<file path="src/hdl/ej32_settings.svh">
/* core widths and return-stack size, shared by package and top level
   EJ32_RS_DEPTH must be a power of two, entry 0 is never written */
`ifndef EJ32_SETTINGS_SVH
`define EJ32_SETTINGS_SVH

// data path
`define EJ32_DSZ      32        // TOS and return-stack word

// instruction space
`define EJ32_ASZ      16        // byte address, 64K program memory

// return stack
`define EJ32_RS_DEPTH 32        // entries incl. the unused slot 0

`endif

</file>
<file path="src/hdl/ej32_pkg.sv">
/* types for the branch slice; opcodes follow JVM encodings where they exist,
   eForth ops sit in free codes, anything unlisted executes as nop */
`include "ej32_settings.svh"

package ej32_pkg;

    typedef logic [`EJ32_DSZ-1:0]                data_t;   // TOS / RS word
    typedef logic [`EJ32_ASZ-1:0]                addr_t;   // byte address
    typedef logic [$clog2(`EJ32_RS_DEPTH)-1:0]   rsp_t;    // RS pointer

    // phase count, 0 and 1 are the operand bytes
    typedef logic [1:0] phase_t;
    localparam phase_t PH_FETCH = 2'd3;                    // opcode byte on bus

    typedef enum logic [7:0] {
        nop           = 8'h00,
        ifeq          = 8'h99,
        ifne          = 8'h9A,
        iflt          = 8'h9B,
        ifge          = 8'h9C,
        ifgt          = 8'h9D,
        ifle          = 8'h9E,
        goto          = 8'hA7,
        jreturn       = 8'hB1,
        invokevirtual = 8'hB6,
        donext        = 8'hCA,                             // eForth loop
        dupr          = 8'hCB,                             // R@
        popr          = 8'hCC,                             // R>
        pushr         = 8'hCD                              // >R
    } opcode_t;

    // return-stack action of one cycle
    typedef enum logic [1:0] {
        s_nop,
        s_push,                                            // write rp+1, rp++
        s_pop,                                             // rp--, no write
        s_move                                             // overwrite top
    } stack_op_t;

endpackage

</file>
<file path="src/hdl/ej32_core_if.sv">
/* decoded instruction state from sequencer to branch unit, plus the TOS write path
   code is the bus byte itself during fetch, the latched opcode otherwise */
`timescale 1ns/1ns

interface ej32_core_if;
    import ej32_pkg::*;

    opcode_t    code;           // current opcode
    phase_t     phase;          // operand phase or PH_FETCH
    addr_t      ip;             // instruction pointer
    logic [7:0] ibyte;          // byte on program bus
    data_t      tos;            // top of data stack

    // TOS write request, taken on the next running edge
    logic       tos_we;
    data_t      tos_wdata;

    modport seq (
        output code,
        output phase,
        output ip,
        output ibyte,
        output tos,
        input  tos_we,
        input  tos_wdata
    );

    modport br (
        input  code,
        input  phase,
        input  ip,
        input  ibyte,
        input  tos,
        output tos_we,
        output tos_wdata
    );

endinterface

</file>
<file path="src/hdl/ej32_rstack_ram.sv">
/* dual-port stack RAM on the falling edge; read data valid in the second half
   of the cycle, a same-edge write to the read address returns the old word */
`timescale 1ns/1ns

module ej32_rstack_ram #(
    parameter type word_t = logic [31:0],   // stack payload
    parameter int  DEPTH  = 32              // entries
) (
    input  logic                     ctl,
    input  logic [$clog2(DEPTH)-1:0] rd_addr_i,
    output word_t                    rd_data_o,
    input  logic                     wr_en_i,
    input  logic [$clog2(DEPTH)-1:0] wr_addr_i,
    input  word_t                    wr_data_i
);

    word_t mem [DEPTH];                     // no init, slot 0 stays unused

    // write port, half a cycle ahead of the pointer update
    always_ff @(negedge ctl) begin
        if (wr_en_i) begin
            mem[wr_addr_i] <= wr_data_i;    // push or in-place move
        end
    end

    // registered read, seen by the caller in the same cycle
    always_ff @(negedge ctl) begin
        rd_data_o <= mem[rd_addr_i];        // top entry, reread every cycle
    end

    // pointer is owned by the caller, only the word type varies
    //   data stack or loop counters can reuse this block

endmodule

</file>
<file path="src/hdl/ej32_sequencer.sv">
/* fetch and phase sequencing; one byte per running cycle, program memory is
   read combinationally, TOS preset only while run_i is low */
`timescale 1ns/1ns

module ej32_sequencer (
    input  logic            ctl,
    input  logic            rst_i,
    input  logic            run_i,
    input  logic            tos_load_i,
    input  ej32_pkg::data_t tos_data_i,
    input  logic [7:0]      imem_data_i,
    input  ej32_pkg::addr_t br_p_i,
    input  logic            br_psel_i,
    ej32_core_if.seq        core,
    output ej32_pkg::addr_t ip_o,
    output ej32_pkg::data_t tos_o
);
    import ej32_pkg::*;

    addr_t      ip;             // instruction pointer
    opcode_t    code_r;         // latched opcode
    phase_t     phase;          // operand phase count
    data_t      tos;            // top of stack

    logic       fetch;          // opcode byte on bus
    opcode_t    code_now;       // opcode seen by the branch unit
    logic [1:0] len;            // execute phases of code_now
    phase_t     ph_inc;

    // operand bytes per opcode
    function automatic logic [1:0] op_len(input opcode_t op);
        case (op)
            goto,
            ifeq, ifne, iflt, ifge, ifgt, ifle,
            invokevirtual,
            donext:  op_len = 2'd2;     // 16-bit target
            default: op_len = 2'd0;     // single byte, incl. unknown
        endcase
    endfunction

    assign fetch    = (phase == PH_FETCH);
    assign code_now = fetch ? opcode_t'(imem_data_i) : code_r;  // decode early
    assign len      = op_len(code_now);
    assign ph_inc   = phase + 2'd1;

    // ip, opcode and phase
    always_ff @(posedge ctl) begin
        if (rst_i) begin
            ip     <= '0;
            code_r <= nop;
            phase  <= PH_FETCH;
        end
        else if (run_i) begin
            ip <= br_psel_i ? br_p_i : ip + 1'b1;   // jump or next byte
            if (fetch) begin
                code_r <= code_now;
                phase  <= (len == 2'd0) ? PH_FETCH : 2'd0;
            end
            else if (ph_inc == phase_t'(len)) begin
                phase  <= PH_FETCH;                 // last operand done
            end
            else begin
                phase  <= ph_inc;
            end
        end
    end

    // TOS, written by the branch unit or preset by the host when halted
    always_ff @(posedge ctl) begin
        if (run_i) begin
            if (core.tos_we) begin
                tos <= core.tos_wdata;              // popr / dupr
            end
        end
        else if (tos_load_i) begin
            tos <= tos_data_i;                      // host preset
        end
    end

    // to branch unit
    assign core.code  = code_now;
    assign core.phase = phase;
    assign core.ip    = ip;
    assign core.ibyte = imem_data_i;
    assign core.tos   = tos;

    // top level
    assign ip_o  = ip;
    assign tos_o = tos;

    // latched opcode must still cover the phase it is in
    a_phase_len: assert property (
        @(posedge ctl) disable iff (rst_i)
        !fetch |-> (phase < phase_t'(op_len(code_r)))
    );

endmodule

</file>
<file path="src/hdl/ej32_branch_unit.sv">
/* branch targets, conditions and return stack; br_p_o/br_psel_o are combinational
   and must be sampled at the edge, RAM data is valid only after the falling edge
   the RS pointer addresses the top entry, so at most DEPTH-1 entries are usable */
`timescale 1ns/1ns

module ej32_branch_unit (
    input  logic            ctl,
    input  logic            rst_i,
    input  logic            br_en_i,
    ej32_core_if.br         core,
    input  ej32_pkg::data_t rs_rd_data_i,
    output ej32_pkg::rsp_t  rs_rd_addr_o,
    output logic            rs_wr_en_o,
    output ej32_pkg::rsp_t  rs_wr_addr_o,
    output ej32_pkg::data_t rs_wr_data_o,
    output ej32_pkg::addr_t br_p_o,
    output logic            br_psel_o,
    output ej32_pkg::rsp_t  rdepth_o
);
    import ej32_pkg::*;

    // registers
    addr_t     a;               // operand address, high byte
    rsp_t      rp;              // RS pointer, top entry

    // next state
    addr_t     a_n;
    logic      a_x;             // load a
    addr_t     p_n;             // jump target
    logic      psel_n;          // jump this edge
    data_t     t_n;
    logic      t_x;             // TOS write
    data_t     r_n;             // RS write data
    logic      rs_wen;
    rsp_t      rp_w;            // RS write address
    stack_op_t rs_op;

    // wires
    data_t     t;               // shadow TOS
    data_t     r;               // top of RS
    logic      t_z, t_neg;      // TOS flags
    addr_t     a_d;             // merged 16-bit target
    logic      take;            // branch condition

    assign t     = core.tos;
    assign r     = rs_rd_data_i;
    assign t_z   = (t == '0);
    assign t_neg = t[$bits(data_t)-1];
    assign a_d   = {a[$bits(addr_t)-9:0], core.ibyte};   // low byte in

    // branch condition per opcode
    always_comb begin
        case (core.code)
            ifeq:                take = t_z;
            ifne:                take = !t_z;
            iflt:                take = t_neg;
            ifge:                take = !t_neg;
            ifgt:                take = !t_z && !t_neg;
            ifle:                take = t_z || t_neg;
            goto, invokevirtual: take = 1'b1;
            donext:              take = (r != '0);     // count left
            default:             take = 1'b0;
        endcase
    end

    always_comb begin
        a_n    = {{($bits(addr_t)-8){1'b0}}, core.ibyte};  // high byte
        a_x    = 1'b0;
        p_n    = a_d;
        psel_n = 1'b0;
        t_n    = r;                 // only RS feeds TOS here
        t_x    = 1'b0;
        r_n    = t;
        rs_wen = 1'b0;
        rp_w   = rp + 1'b1;         // push slot
        rs_op  = s_nop;

        // two-byte target ops
        case (core.code)
            goto, ifeq, ifne, iflt, ifge, ifgt, ifle, invokevirtual, donext: begin
                if (core.phase == 2'd0) begin
                    a_x = 1'b1;                         // latch high byte
                end
                else if (core.phase == 2'd1) begin
                    psel_n = take;                      // jump at end of phase 1
                end
            end
            default: ;
        endcase

        // return-stack side
        case (core.code)
            invokevirtual: begin
                if (core.phase == 2'd0) begin
                    r_n    = data_t'(core.ip) + data_t'(2);  // past operand
                    rs_wen = 1'b1;
                    rs_op  = s_push;
                end
            end
            donext: begin
                if (core.phase == 2'd1) begin
                    if (take) begin
                        r_n    = r - 1'b1;              // decrement in place
                        rp_w   = rp;
                        rs_wen = 1'b1;
                        rs_op  = s_move;
                    end
                    else begin
                        rs_op  = s_pop;                 // loop done
                    end
                end
            end
            jreturn: begin
                p_n    = r[$bits(addr_t)-1:0];          // return address
                psel_n = 1'b1;
                rs_op  = s_pop;
            end
            pushr: begin
                rs_wen = 1'b1;
                rs_op  = s_push;
            end
            popr: begin
                t_x   = 1'b1;
                rs_op = s_pop;
            end
            dupr:    t_x = 1'b1;
            default: ;
        endcase
    end

    // operand address, one phase deep
    always_ff @(posedge ctl) begin
        if (br_en_i && a_x) begin
            a <= a_n;
        end
    end

    // RS pointer
    always_ff @(posedge ctl) begin
        if (rst_i) begin
            rp <= '0;
        end
        else if (br_en_i) begin
            case (rs_op)
                s_push:  rp <= rp + 1'b1;
                s_pop:   rp <= rp - 1'b1;
                default: ;                              // move keeps rp
            endcase
        end
    end

    assign rs_rd_addr_o   = rp;
    assign rs_wr_en_o     = rs_wen & br_en_i;           // halted core keeps RS
    assign rs_wr_addr_o   = rp_w;
    assign rs_wr_data_o   = r_n;
    assign br_p_o         = p_n;
    assign br_psel_o      = psel_n;
    assign rdepth_o       = rp;
    assign core.tos_we    = t_x;
    assign core.tos_wdata = t_n;

    // a push must not wrap the pointer back to the unused slot
    a_rs_full: assert property (
        @(posedge ctl) disable iff (rst_i)
        br_en_i && (rs_op == s_push) |=> (rp != '0)
    );

    // a pop must not wrap below empty
    a_rs_empty: assert property (
        @(posedge ctl) disable iff (rst_i)
        br_en_i && (rs_op == s_pop) |=> (rp != '1)
    );

    // target is incomplete until the low byte arrives
    a_no_jump_ph0: assert property (
        @(posedge ctl) disable iff (rst_i)
        br_psel_o |-> (core.phase != 2'd0)
    );

endmodule

</file>
<file path="src/hdl/ej32_branch_top.sv">
/* branch slice top; program memory is external and combinational on imem_addr_o,
   run_i low freezes the core and enables the TOS preset */
`timescale 1ns/1ns
`include "ej32_settings.svh"

module ej32_branch_top (
    input  logic            ctl,
    input  logic            rst_i,
    input  logic            run_i,
    input  logic            tos_load_i,
    input  ej32_pkg::data_t tos_data_i,
    input  logic [7:0]      imem_data_i,
    output ej32_pkg::addr_t imem_addr_o,
    output ej32_pkg::data_t tos_o,
    output ej32_pkg::rsp_t  rdepth_o
);
    import ej32_pkg::*;

    ej32_core_if core ();       // sequencer <-> branch unit

    addr_t br_p;
    logic  br_psel;
    rsp_t  rs_rd_addr;
    data_t rs_rd_data;
    logic  rs_wr_en;
    rsp_t  rs_wr_addr;
    data_t rs_wr_data;

    ej32_sequencer u_seq (
        .ctl         (ctl),
        .rst_i       (rst_i),
        .run_i       (run_i),
        .tos_load_i  (tos_load_i),
        .tos_data_i  (tos_data_i),
        .imem_data_i (imem_data_i),
        .br_p_i      (br_p),
        .br_psel_i   (br_psel),
        .core        (core.seq),
        .ip_o        (imem_addr_o),
        .tos_o       (tos_o)
    );

    ej32_branch_unit u_br (
        .ctl          (ctl),
        .rst_i        (rst_i),
        .br_en_i      (run_i),      // same cadence as the sequencer
        .core         (core.br),
        .rs_rd_data_i (rs_rd_data),
        .rs_rd_addr_o (rs_rd_addr),
        .rs_wr_en_o   (rs_wr_en),
        .rs_wr_addr_o (rs_wr_addr),
        .rs_wr_data_o (rs_wr_data),
        .br_p_o       (br_p),
        .br_psel_o    (br_psel),
        .rdepth_o     (rdepth_o)
    );

    ej32_rstack_ram #(
        .word_t (data_t),
        .DEPTH  (`EJ32_RS_DEPTH)
    ) u_rs (
        .ctl       (ctl),
        .rd_addr_i (rs_rd_addr),
        .rd_data_o (rs_rd_data),
        .wr_en_i   (rs_wr_en),
        .wr_addr_i (rs_wr_addr),
        .wr_data_i (rs_wr_data)
    );

endmodule

</file>
<file path="config.mk">
export PLATFORM = sky130hd
export DESIGN_NAME = ej32_branch_top
export DESIGN_NICKNAME = d
export VERILOG_FILES = /design/src/hdl/ej32_pkg.sv /design/src/hdl/ej32_core_if.sv /design/src/hdl/ej32_rstack_ram.sv /design/src/hdl/ej32_sequencer.sv /design/src/hdl/ej32_branch_unit.sv /design/src/hdl/ej32_branch_top.sv
export VERILOG_INCLUDE_DIRS = /design/src /design/src/hdl
export SDC_FILE = /design/constraint.sdc
export NUM_CORES = 2
export LEC_CHECK = 0
export ABC_AREA = 0
export BUFFER_PORTS_ARGS = -buffer_cell sky130_fd_sc_hd__buf_4
export CAP_MARGIN = 20
export CORE_UTILIZATION = 25
export CTS_CLUSTER_SIZE = 40
export DETAILED_ROUTE_END_ITERATION = 7
export PLACE_DENSITY = 0.48
export SYNTH_ARGS = -nofsm -noshare
export SYNTH_HDL_FRONTEND = slang
export SYNTH_HIERARCHICAL = 1
export SYNTH_SLANG_ARGS = --single-unit
</file>
<file path="constraint.sdc">
create_clock -name ctl -period 4.9 [get_ports ctl]
set_input_delay 0.245 -clock ctl [delete_from_list [all_inputs] [get_ports ctl]]
set_output_delay 0.245 -clock ctl [all_outputs]
set_load 0.01 [all_outputs]
</file>
* Word-level counts from Yosys, hierarchy flattened
Memories as Yosys holds them, arrays and structs flattened. A register that Yosys moved wholly into a read port is not among the register bits.
Index checks and enable logic that the tools add are counted.
** Storage, ports and cells
- Bits in registers :: 71
- Latch bits :: 0
- ROM bits :: 0
- Logic and storage cells :: 86
- Memories :: 1
- Output and inout port bits :: 53
- Bits in writable memories :: 1024
** Cells by class
- Reductions and logical operators :: 18
- Multipliers :: 0
- Order comparisons :: 0
- Equal/unequal tests :: 19
- Muxes and demuxes :: 35
- Add/sub/neg operators :: 6
- Bitwise logic cells :: 1
- Shift-type cells :: 0
- Div/mod/pow operators :: 0
** Memories
- u_rs.mem :: depth 32, width 32, read ports 1, clocked after memory_dff 1, write ports 1, RTL line ej32_rstack_ram.sv:17 : word_t mem [DEPTH];
** Operators by type and width (count)
- 32-bit two-way mux :: 6
- 8-bit == test (second input constant) :: 13
- 32-bit case mux with 2 select lines :: 1
- 32-bit zero test :: 1
- 16-bit two-way mux :: 2
- 32-bit nonzero test :: 1
- 32-bit by 1-bit subtractor with 32-bit output (second input constant) :: 1
- 16-bit by 2-bit adder with 17-bit output (second input constant) :: 1
- 16-bit by 1-bit adder with 16-bit output (second input constant) :: 1
- 5-bit two-way mux :: 3
- 1-bit two-way mux :: 13
- 2-bit two-way mux :: 5
- 5-bit case mux with 2 select lines :: 1
- 9-bit OR reduction :: 1
- 8-bit two-way mux :: 1
- 1-bit case mux with 8 select lines :: 1
- 2-bit case mux with 4 select lines :: 1
- 2-bit AND reduction :: 3
- 2-bit OR reduction :: 3
- 5-bit by 1-bit adder with 5-bit output (second input constant) :: 1
- 5-bit by 1-bit subtractor with 5-bit output (second input constant) :: 1
- 2-bit by 1-bit == test with 1-bit output (second input constant) :: 2
- 2-bit == test (second input constant) :: 2
- 2-bit zero test :: 2
- other kinds (9) :: 12

* Logic depth before layout (Yosys ltp)
- Depth in word-level cells :: 11
- Mapped depth :: 18
- Depth with buffers taken out :: 15

* Cells and area by module
The synthesis kept the hierarchy.
** By module, submodules not included
- ej32_rstack_ram :: area each 40495.1 µm², times used 1, cells each 2261
- ej32_sequencer :: area each 3305.7 µm², times used 1, cells each 326
- ej32_branch_unit :: area each 2796.4 µm², times used 1, cells each 378

==> metrics.txt <==
drt total wl=136 mm; DR iter-0 viols=2032; outcome=complete, but fails checks; Top Ports=97; FF-to-FF Start=u_seq/core.phase[0]; Design Area, Final=63200 µm²; drt pass-1 iters=7; vias in the first global route=32900; Hold Fails Final Rpt=0; failing checks=setup timing; ys flop type=edfxtp_1; clock net sink count=1127; Slew headroom=0.356; final worst slack=-1.38 ns; Max Buffers Root-to-Sink=3; CP Data Required Time=2.87 ns; power per cell area=384 nW/µm²; initial core utilization=0.252; cells on worst reg2reg path=15; Post-Synth XOR/XNOR Area=0.00902; RSZ-0062 raised after global routing=true; hold path depth=5; TritonCTS Buffers=119; Die Wd=434 µm; top cells by area, synth=edfxtp_1 69%, mux2i_1 11%, dfxtp_1 2.7%, buf_4 2.0%, a22oi_1 1.9%; Remaining Overflow, GRT=0; Synthesis Warnings=6; Total Die Area=188000 µm²; Max FO, Critical Path=11; worst skew pair latency=0.73 ns; peak supply drop=301 µV; fin cells=7046; CP startpoint kind=register; crit path DAT=4.24 ns; Max Transition Viols Final=0; final setup fails=2075; register bit count reported by yosys=1127; port bufs=96; # DRC=0; Final Skew=0.0337 ns; largest family of logic cells by synthesized area=multiplexers; placed cell areas=53800 µm²; initial antenna violation count=2; leading area contributor after synthesis=edfxtp_1; # nets final=4517; Final GP Congestion=0.787; share of the synthesized area in the top cell type=0.686; dpl hpwl=85.8 mm; worst r2r dst=u_rs/mem[8][23]; htree depth=3; Hold Path Class=input pin to register; worst slew pin tran=0.966 ns; max_cap viols=0; placed insts=5695; CTS tree=yes; syn_area_per_cell=15.7 µm²; Compound-Gate Fraction of Synth Area=0.0623; fraction of synthesized area in multiplexers=0.124; core box area=185000 µm²; vias per cell=4.41; CTS root buf=clkbuf_16; Seq/Total Area, Yosys=0.713; Post-synth ARST share=0; area delta synth->final=35.6%; WHS=0.184 ns; most frequent cells in the layout=1090 x inv_1, 1064 x edfxtp_1, 516 x mux2i_1; remaining antenna violation count=0; clock-pin slew on the worst setup and hold paths=0.06 ns; Post-Synth Simple-Gate Area=0.0533; synthesized net count=3017; wire per inst=19.3 µm; vias=31100; Hold Crit Start=imem_data_i[0]; Mapped Cells=2965; Crit. End Element=register; layout cell share with drive strength beyond 1=0.198; Min-Delay Endpoint=u_seq/core.phase[1]; r2r setup slk=-1.38 ns; GR Util All Layers=0.141; Crit Path Class=register to register; first-pass GRT wire length=196 mm; Synth Area in Adders=0.00215; Post-Syn Area=46600 µm²; largest net degree at the start of global routing=74; commonest non-fill, non-tap cell in the layout=inv_1; Netlist cell types=66; leakage=24.3 nW; row count=158; height of the die=434 µm; number of synthesized flops with an enable pin=1064
==> kinds of logic after synthesis <==
logic type / count (synthesis)
adder cells (fa/ha/maj): 8
flip-flops: 1127
AND/OR/NAND/NOR: 509
multiplexers: 572
AO/OA/AOI/OAI: 433
XOR/XNOR: 48
buffers and inverters: 268
==> what timing repair did <==
| action | 4_1_cts | 5_1_grt |
|---|---|---|
| setup endpoints to repair | 2075 | 2087 |
| pin swaps | 13 | 11 |
| buffers inserted | 15 | 10 |
| endpoints found under the hold margin | 71 | 0 |
| resized for setup | 48 | 31 |
| hold buffers | 42 | 0 |
| gates cloned | 3 | 6 |
==> cell type report <==
cell class	instances	area, µm²
Fill cell	18300	122000
Sequential cell	1127	33200
Multi-Input combinational cell	1570	12300
Timing Repair Buffer	577	6280
Clock inverter	1152	5100
Clock buffer	124	3100
Tap cell	2480	3100
Inverter	14	52.6
Antenna cell	2	5.00
==> per-stage QoR <==
stage	setup slack (ns)	util	total power [mW]	setup TNS [ns]
6_report	-1.38	0.341	24.3	-2367.07
5_1_grt	-1.49	0.341	25.8	-2637.49
3_5_place_dp	-1.51	0.290	12.7	-2526.67
4_1_cts	-1.35	0.339	24.8	-2345.83
3_3_place_gp	-1.51	0.290	12.7	-2505.40
2_1_floorplan	-1.59	-	12.3	-2599.62
==> worst max path at each step <==
stage | endpoint | slack (ns) | cells past startpoint | startpoint
after floorplan | u_rs/mem[10][0] | -1.59 | 15 | u_seq/core.phase[0]
after global placement | u_rs/mem[17][21] | -1.51 | 13 | u_seq/core.tos[15]
after detailed placement | u_rs/mem[17][21] | -1.51 | 15 | u_seq/core.phase[0]
after CTS | u_rs/mem[1][16] | -1.35 | 14 | u_seq/core.tos[19]
after global routing | u_rs/mem[8][12] | -1.49 | 14 | u_seq/core.tos[23]
final | u_rs/mem[8][23] | -1.38 | 15 | u_seq/core.phase[0]
==> critical path, stage by stage (launching register included) <==
cell and delay (ns):
dfxtp_4 0.36, ha_4 0.22, buf_4 0.15, mux2_2 0.33
and4b_2 0.29, buf_4 0.15, o21ai_1 0.10, o21ai_2 0.11
o41ai_2 0.21, buf_4 0.24, nand2_4 0.08, xnor2_4 0.31
or3b_4 0.50, nor2_4 0.18, buf_12 0.13, buf_16 0.14
==> synthesized netlist by cell type, drive strengths merged, types with 7 or more instances <==
library cell  number
a211oi             7
a21oi            122
a22o              67
a22oi            121
a31oi             34
and3               8
buf              192
clkbuf            61
dfxtp             63
edfxtp          1064
ha                 8
inv               15
mux2              50
mux2i            522
nand2            162
nand2b            10
nand3            123
nand3b             9
nor2              76
nor2b             15
nor3              45
nor4              19
o21ai             60
xnor2             35
xor2              13
==> flip-flops by register name, summed over array words and instances, names as in the netlist <==
signal            flops
u_seq/core.phase      2
u_br/a                8
u_seq/core.ip        16
u_seq/code_r          8
u_seq/core.tos       32
u_rs/rd_data_o       32
u_br/rdepth_o         5
u_rs/mem           1024
==> layer usage <==
metal,vias up,wire [µm],global-route usage
li1,14500,-,-
met5,-,0,0
met4,0,2750,0.0605
met3,179,7950,0.0453
met1,15600,62400,0.185
met2,847,63000,0.213
==> report_power, final <==
group	total (mW)	internal, mW	leakage [nW]	switching (mW)
combinational	0.720	0.305	6.46	0.414
sequential	10.6	10.6	10.1	0.0182
clock	12.9	6.91	7.75	6.01
(Power assumes the default switching activity.)
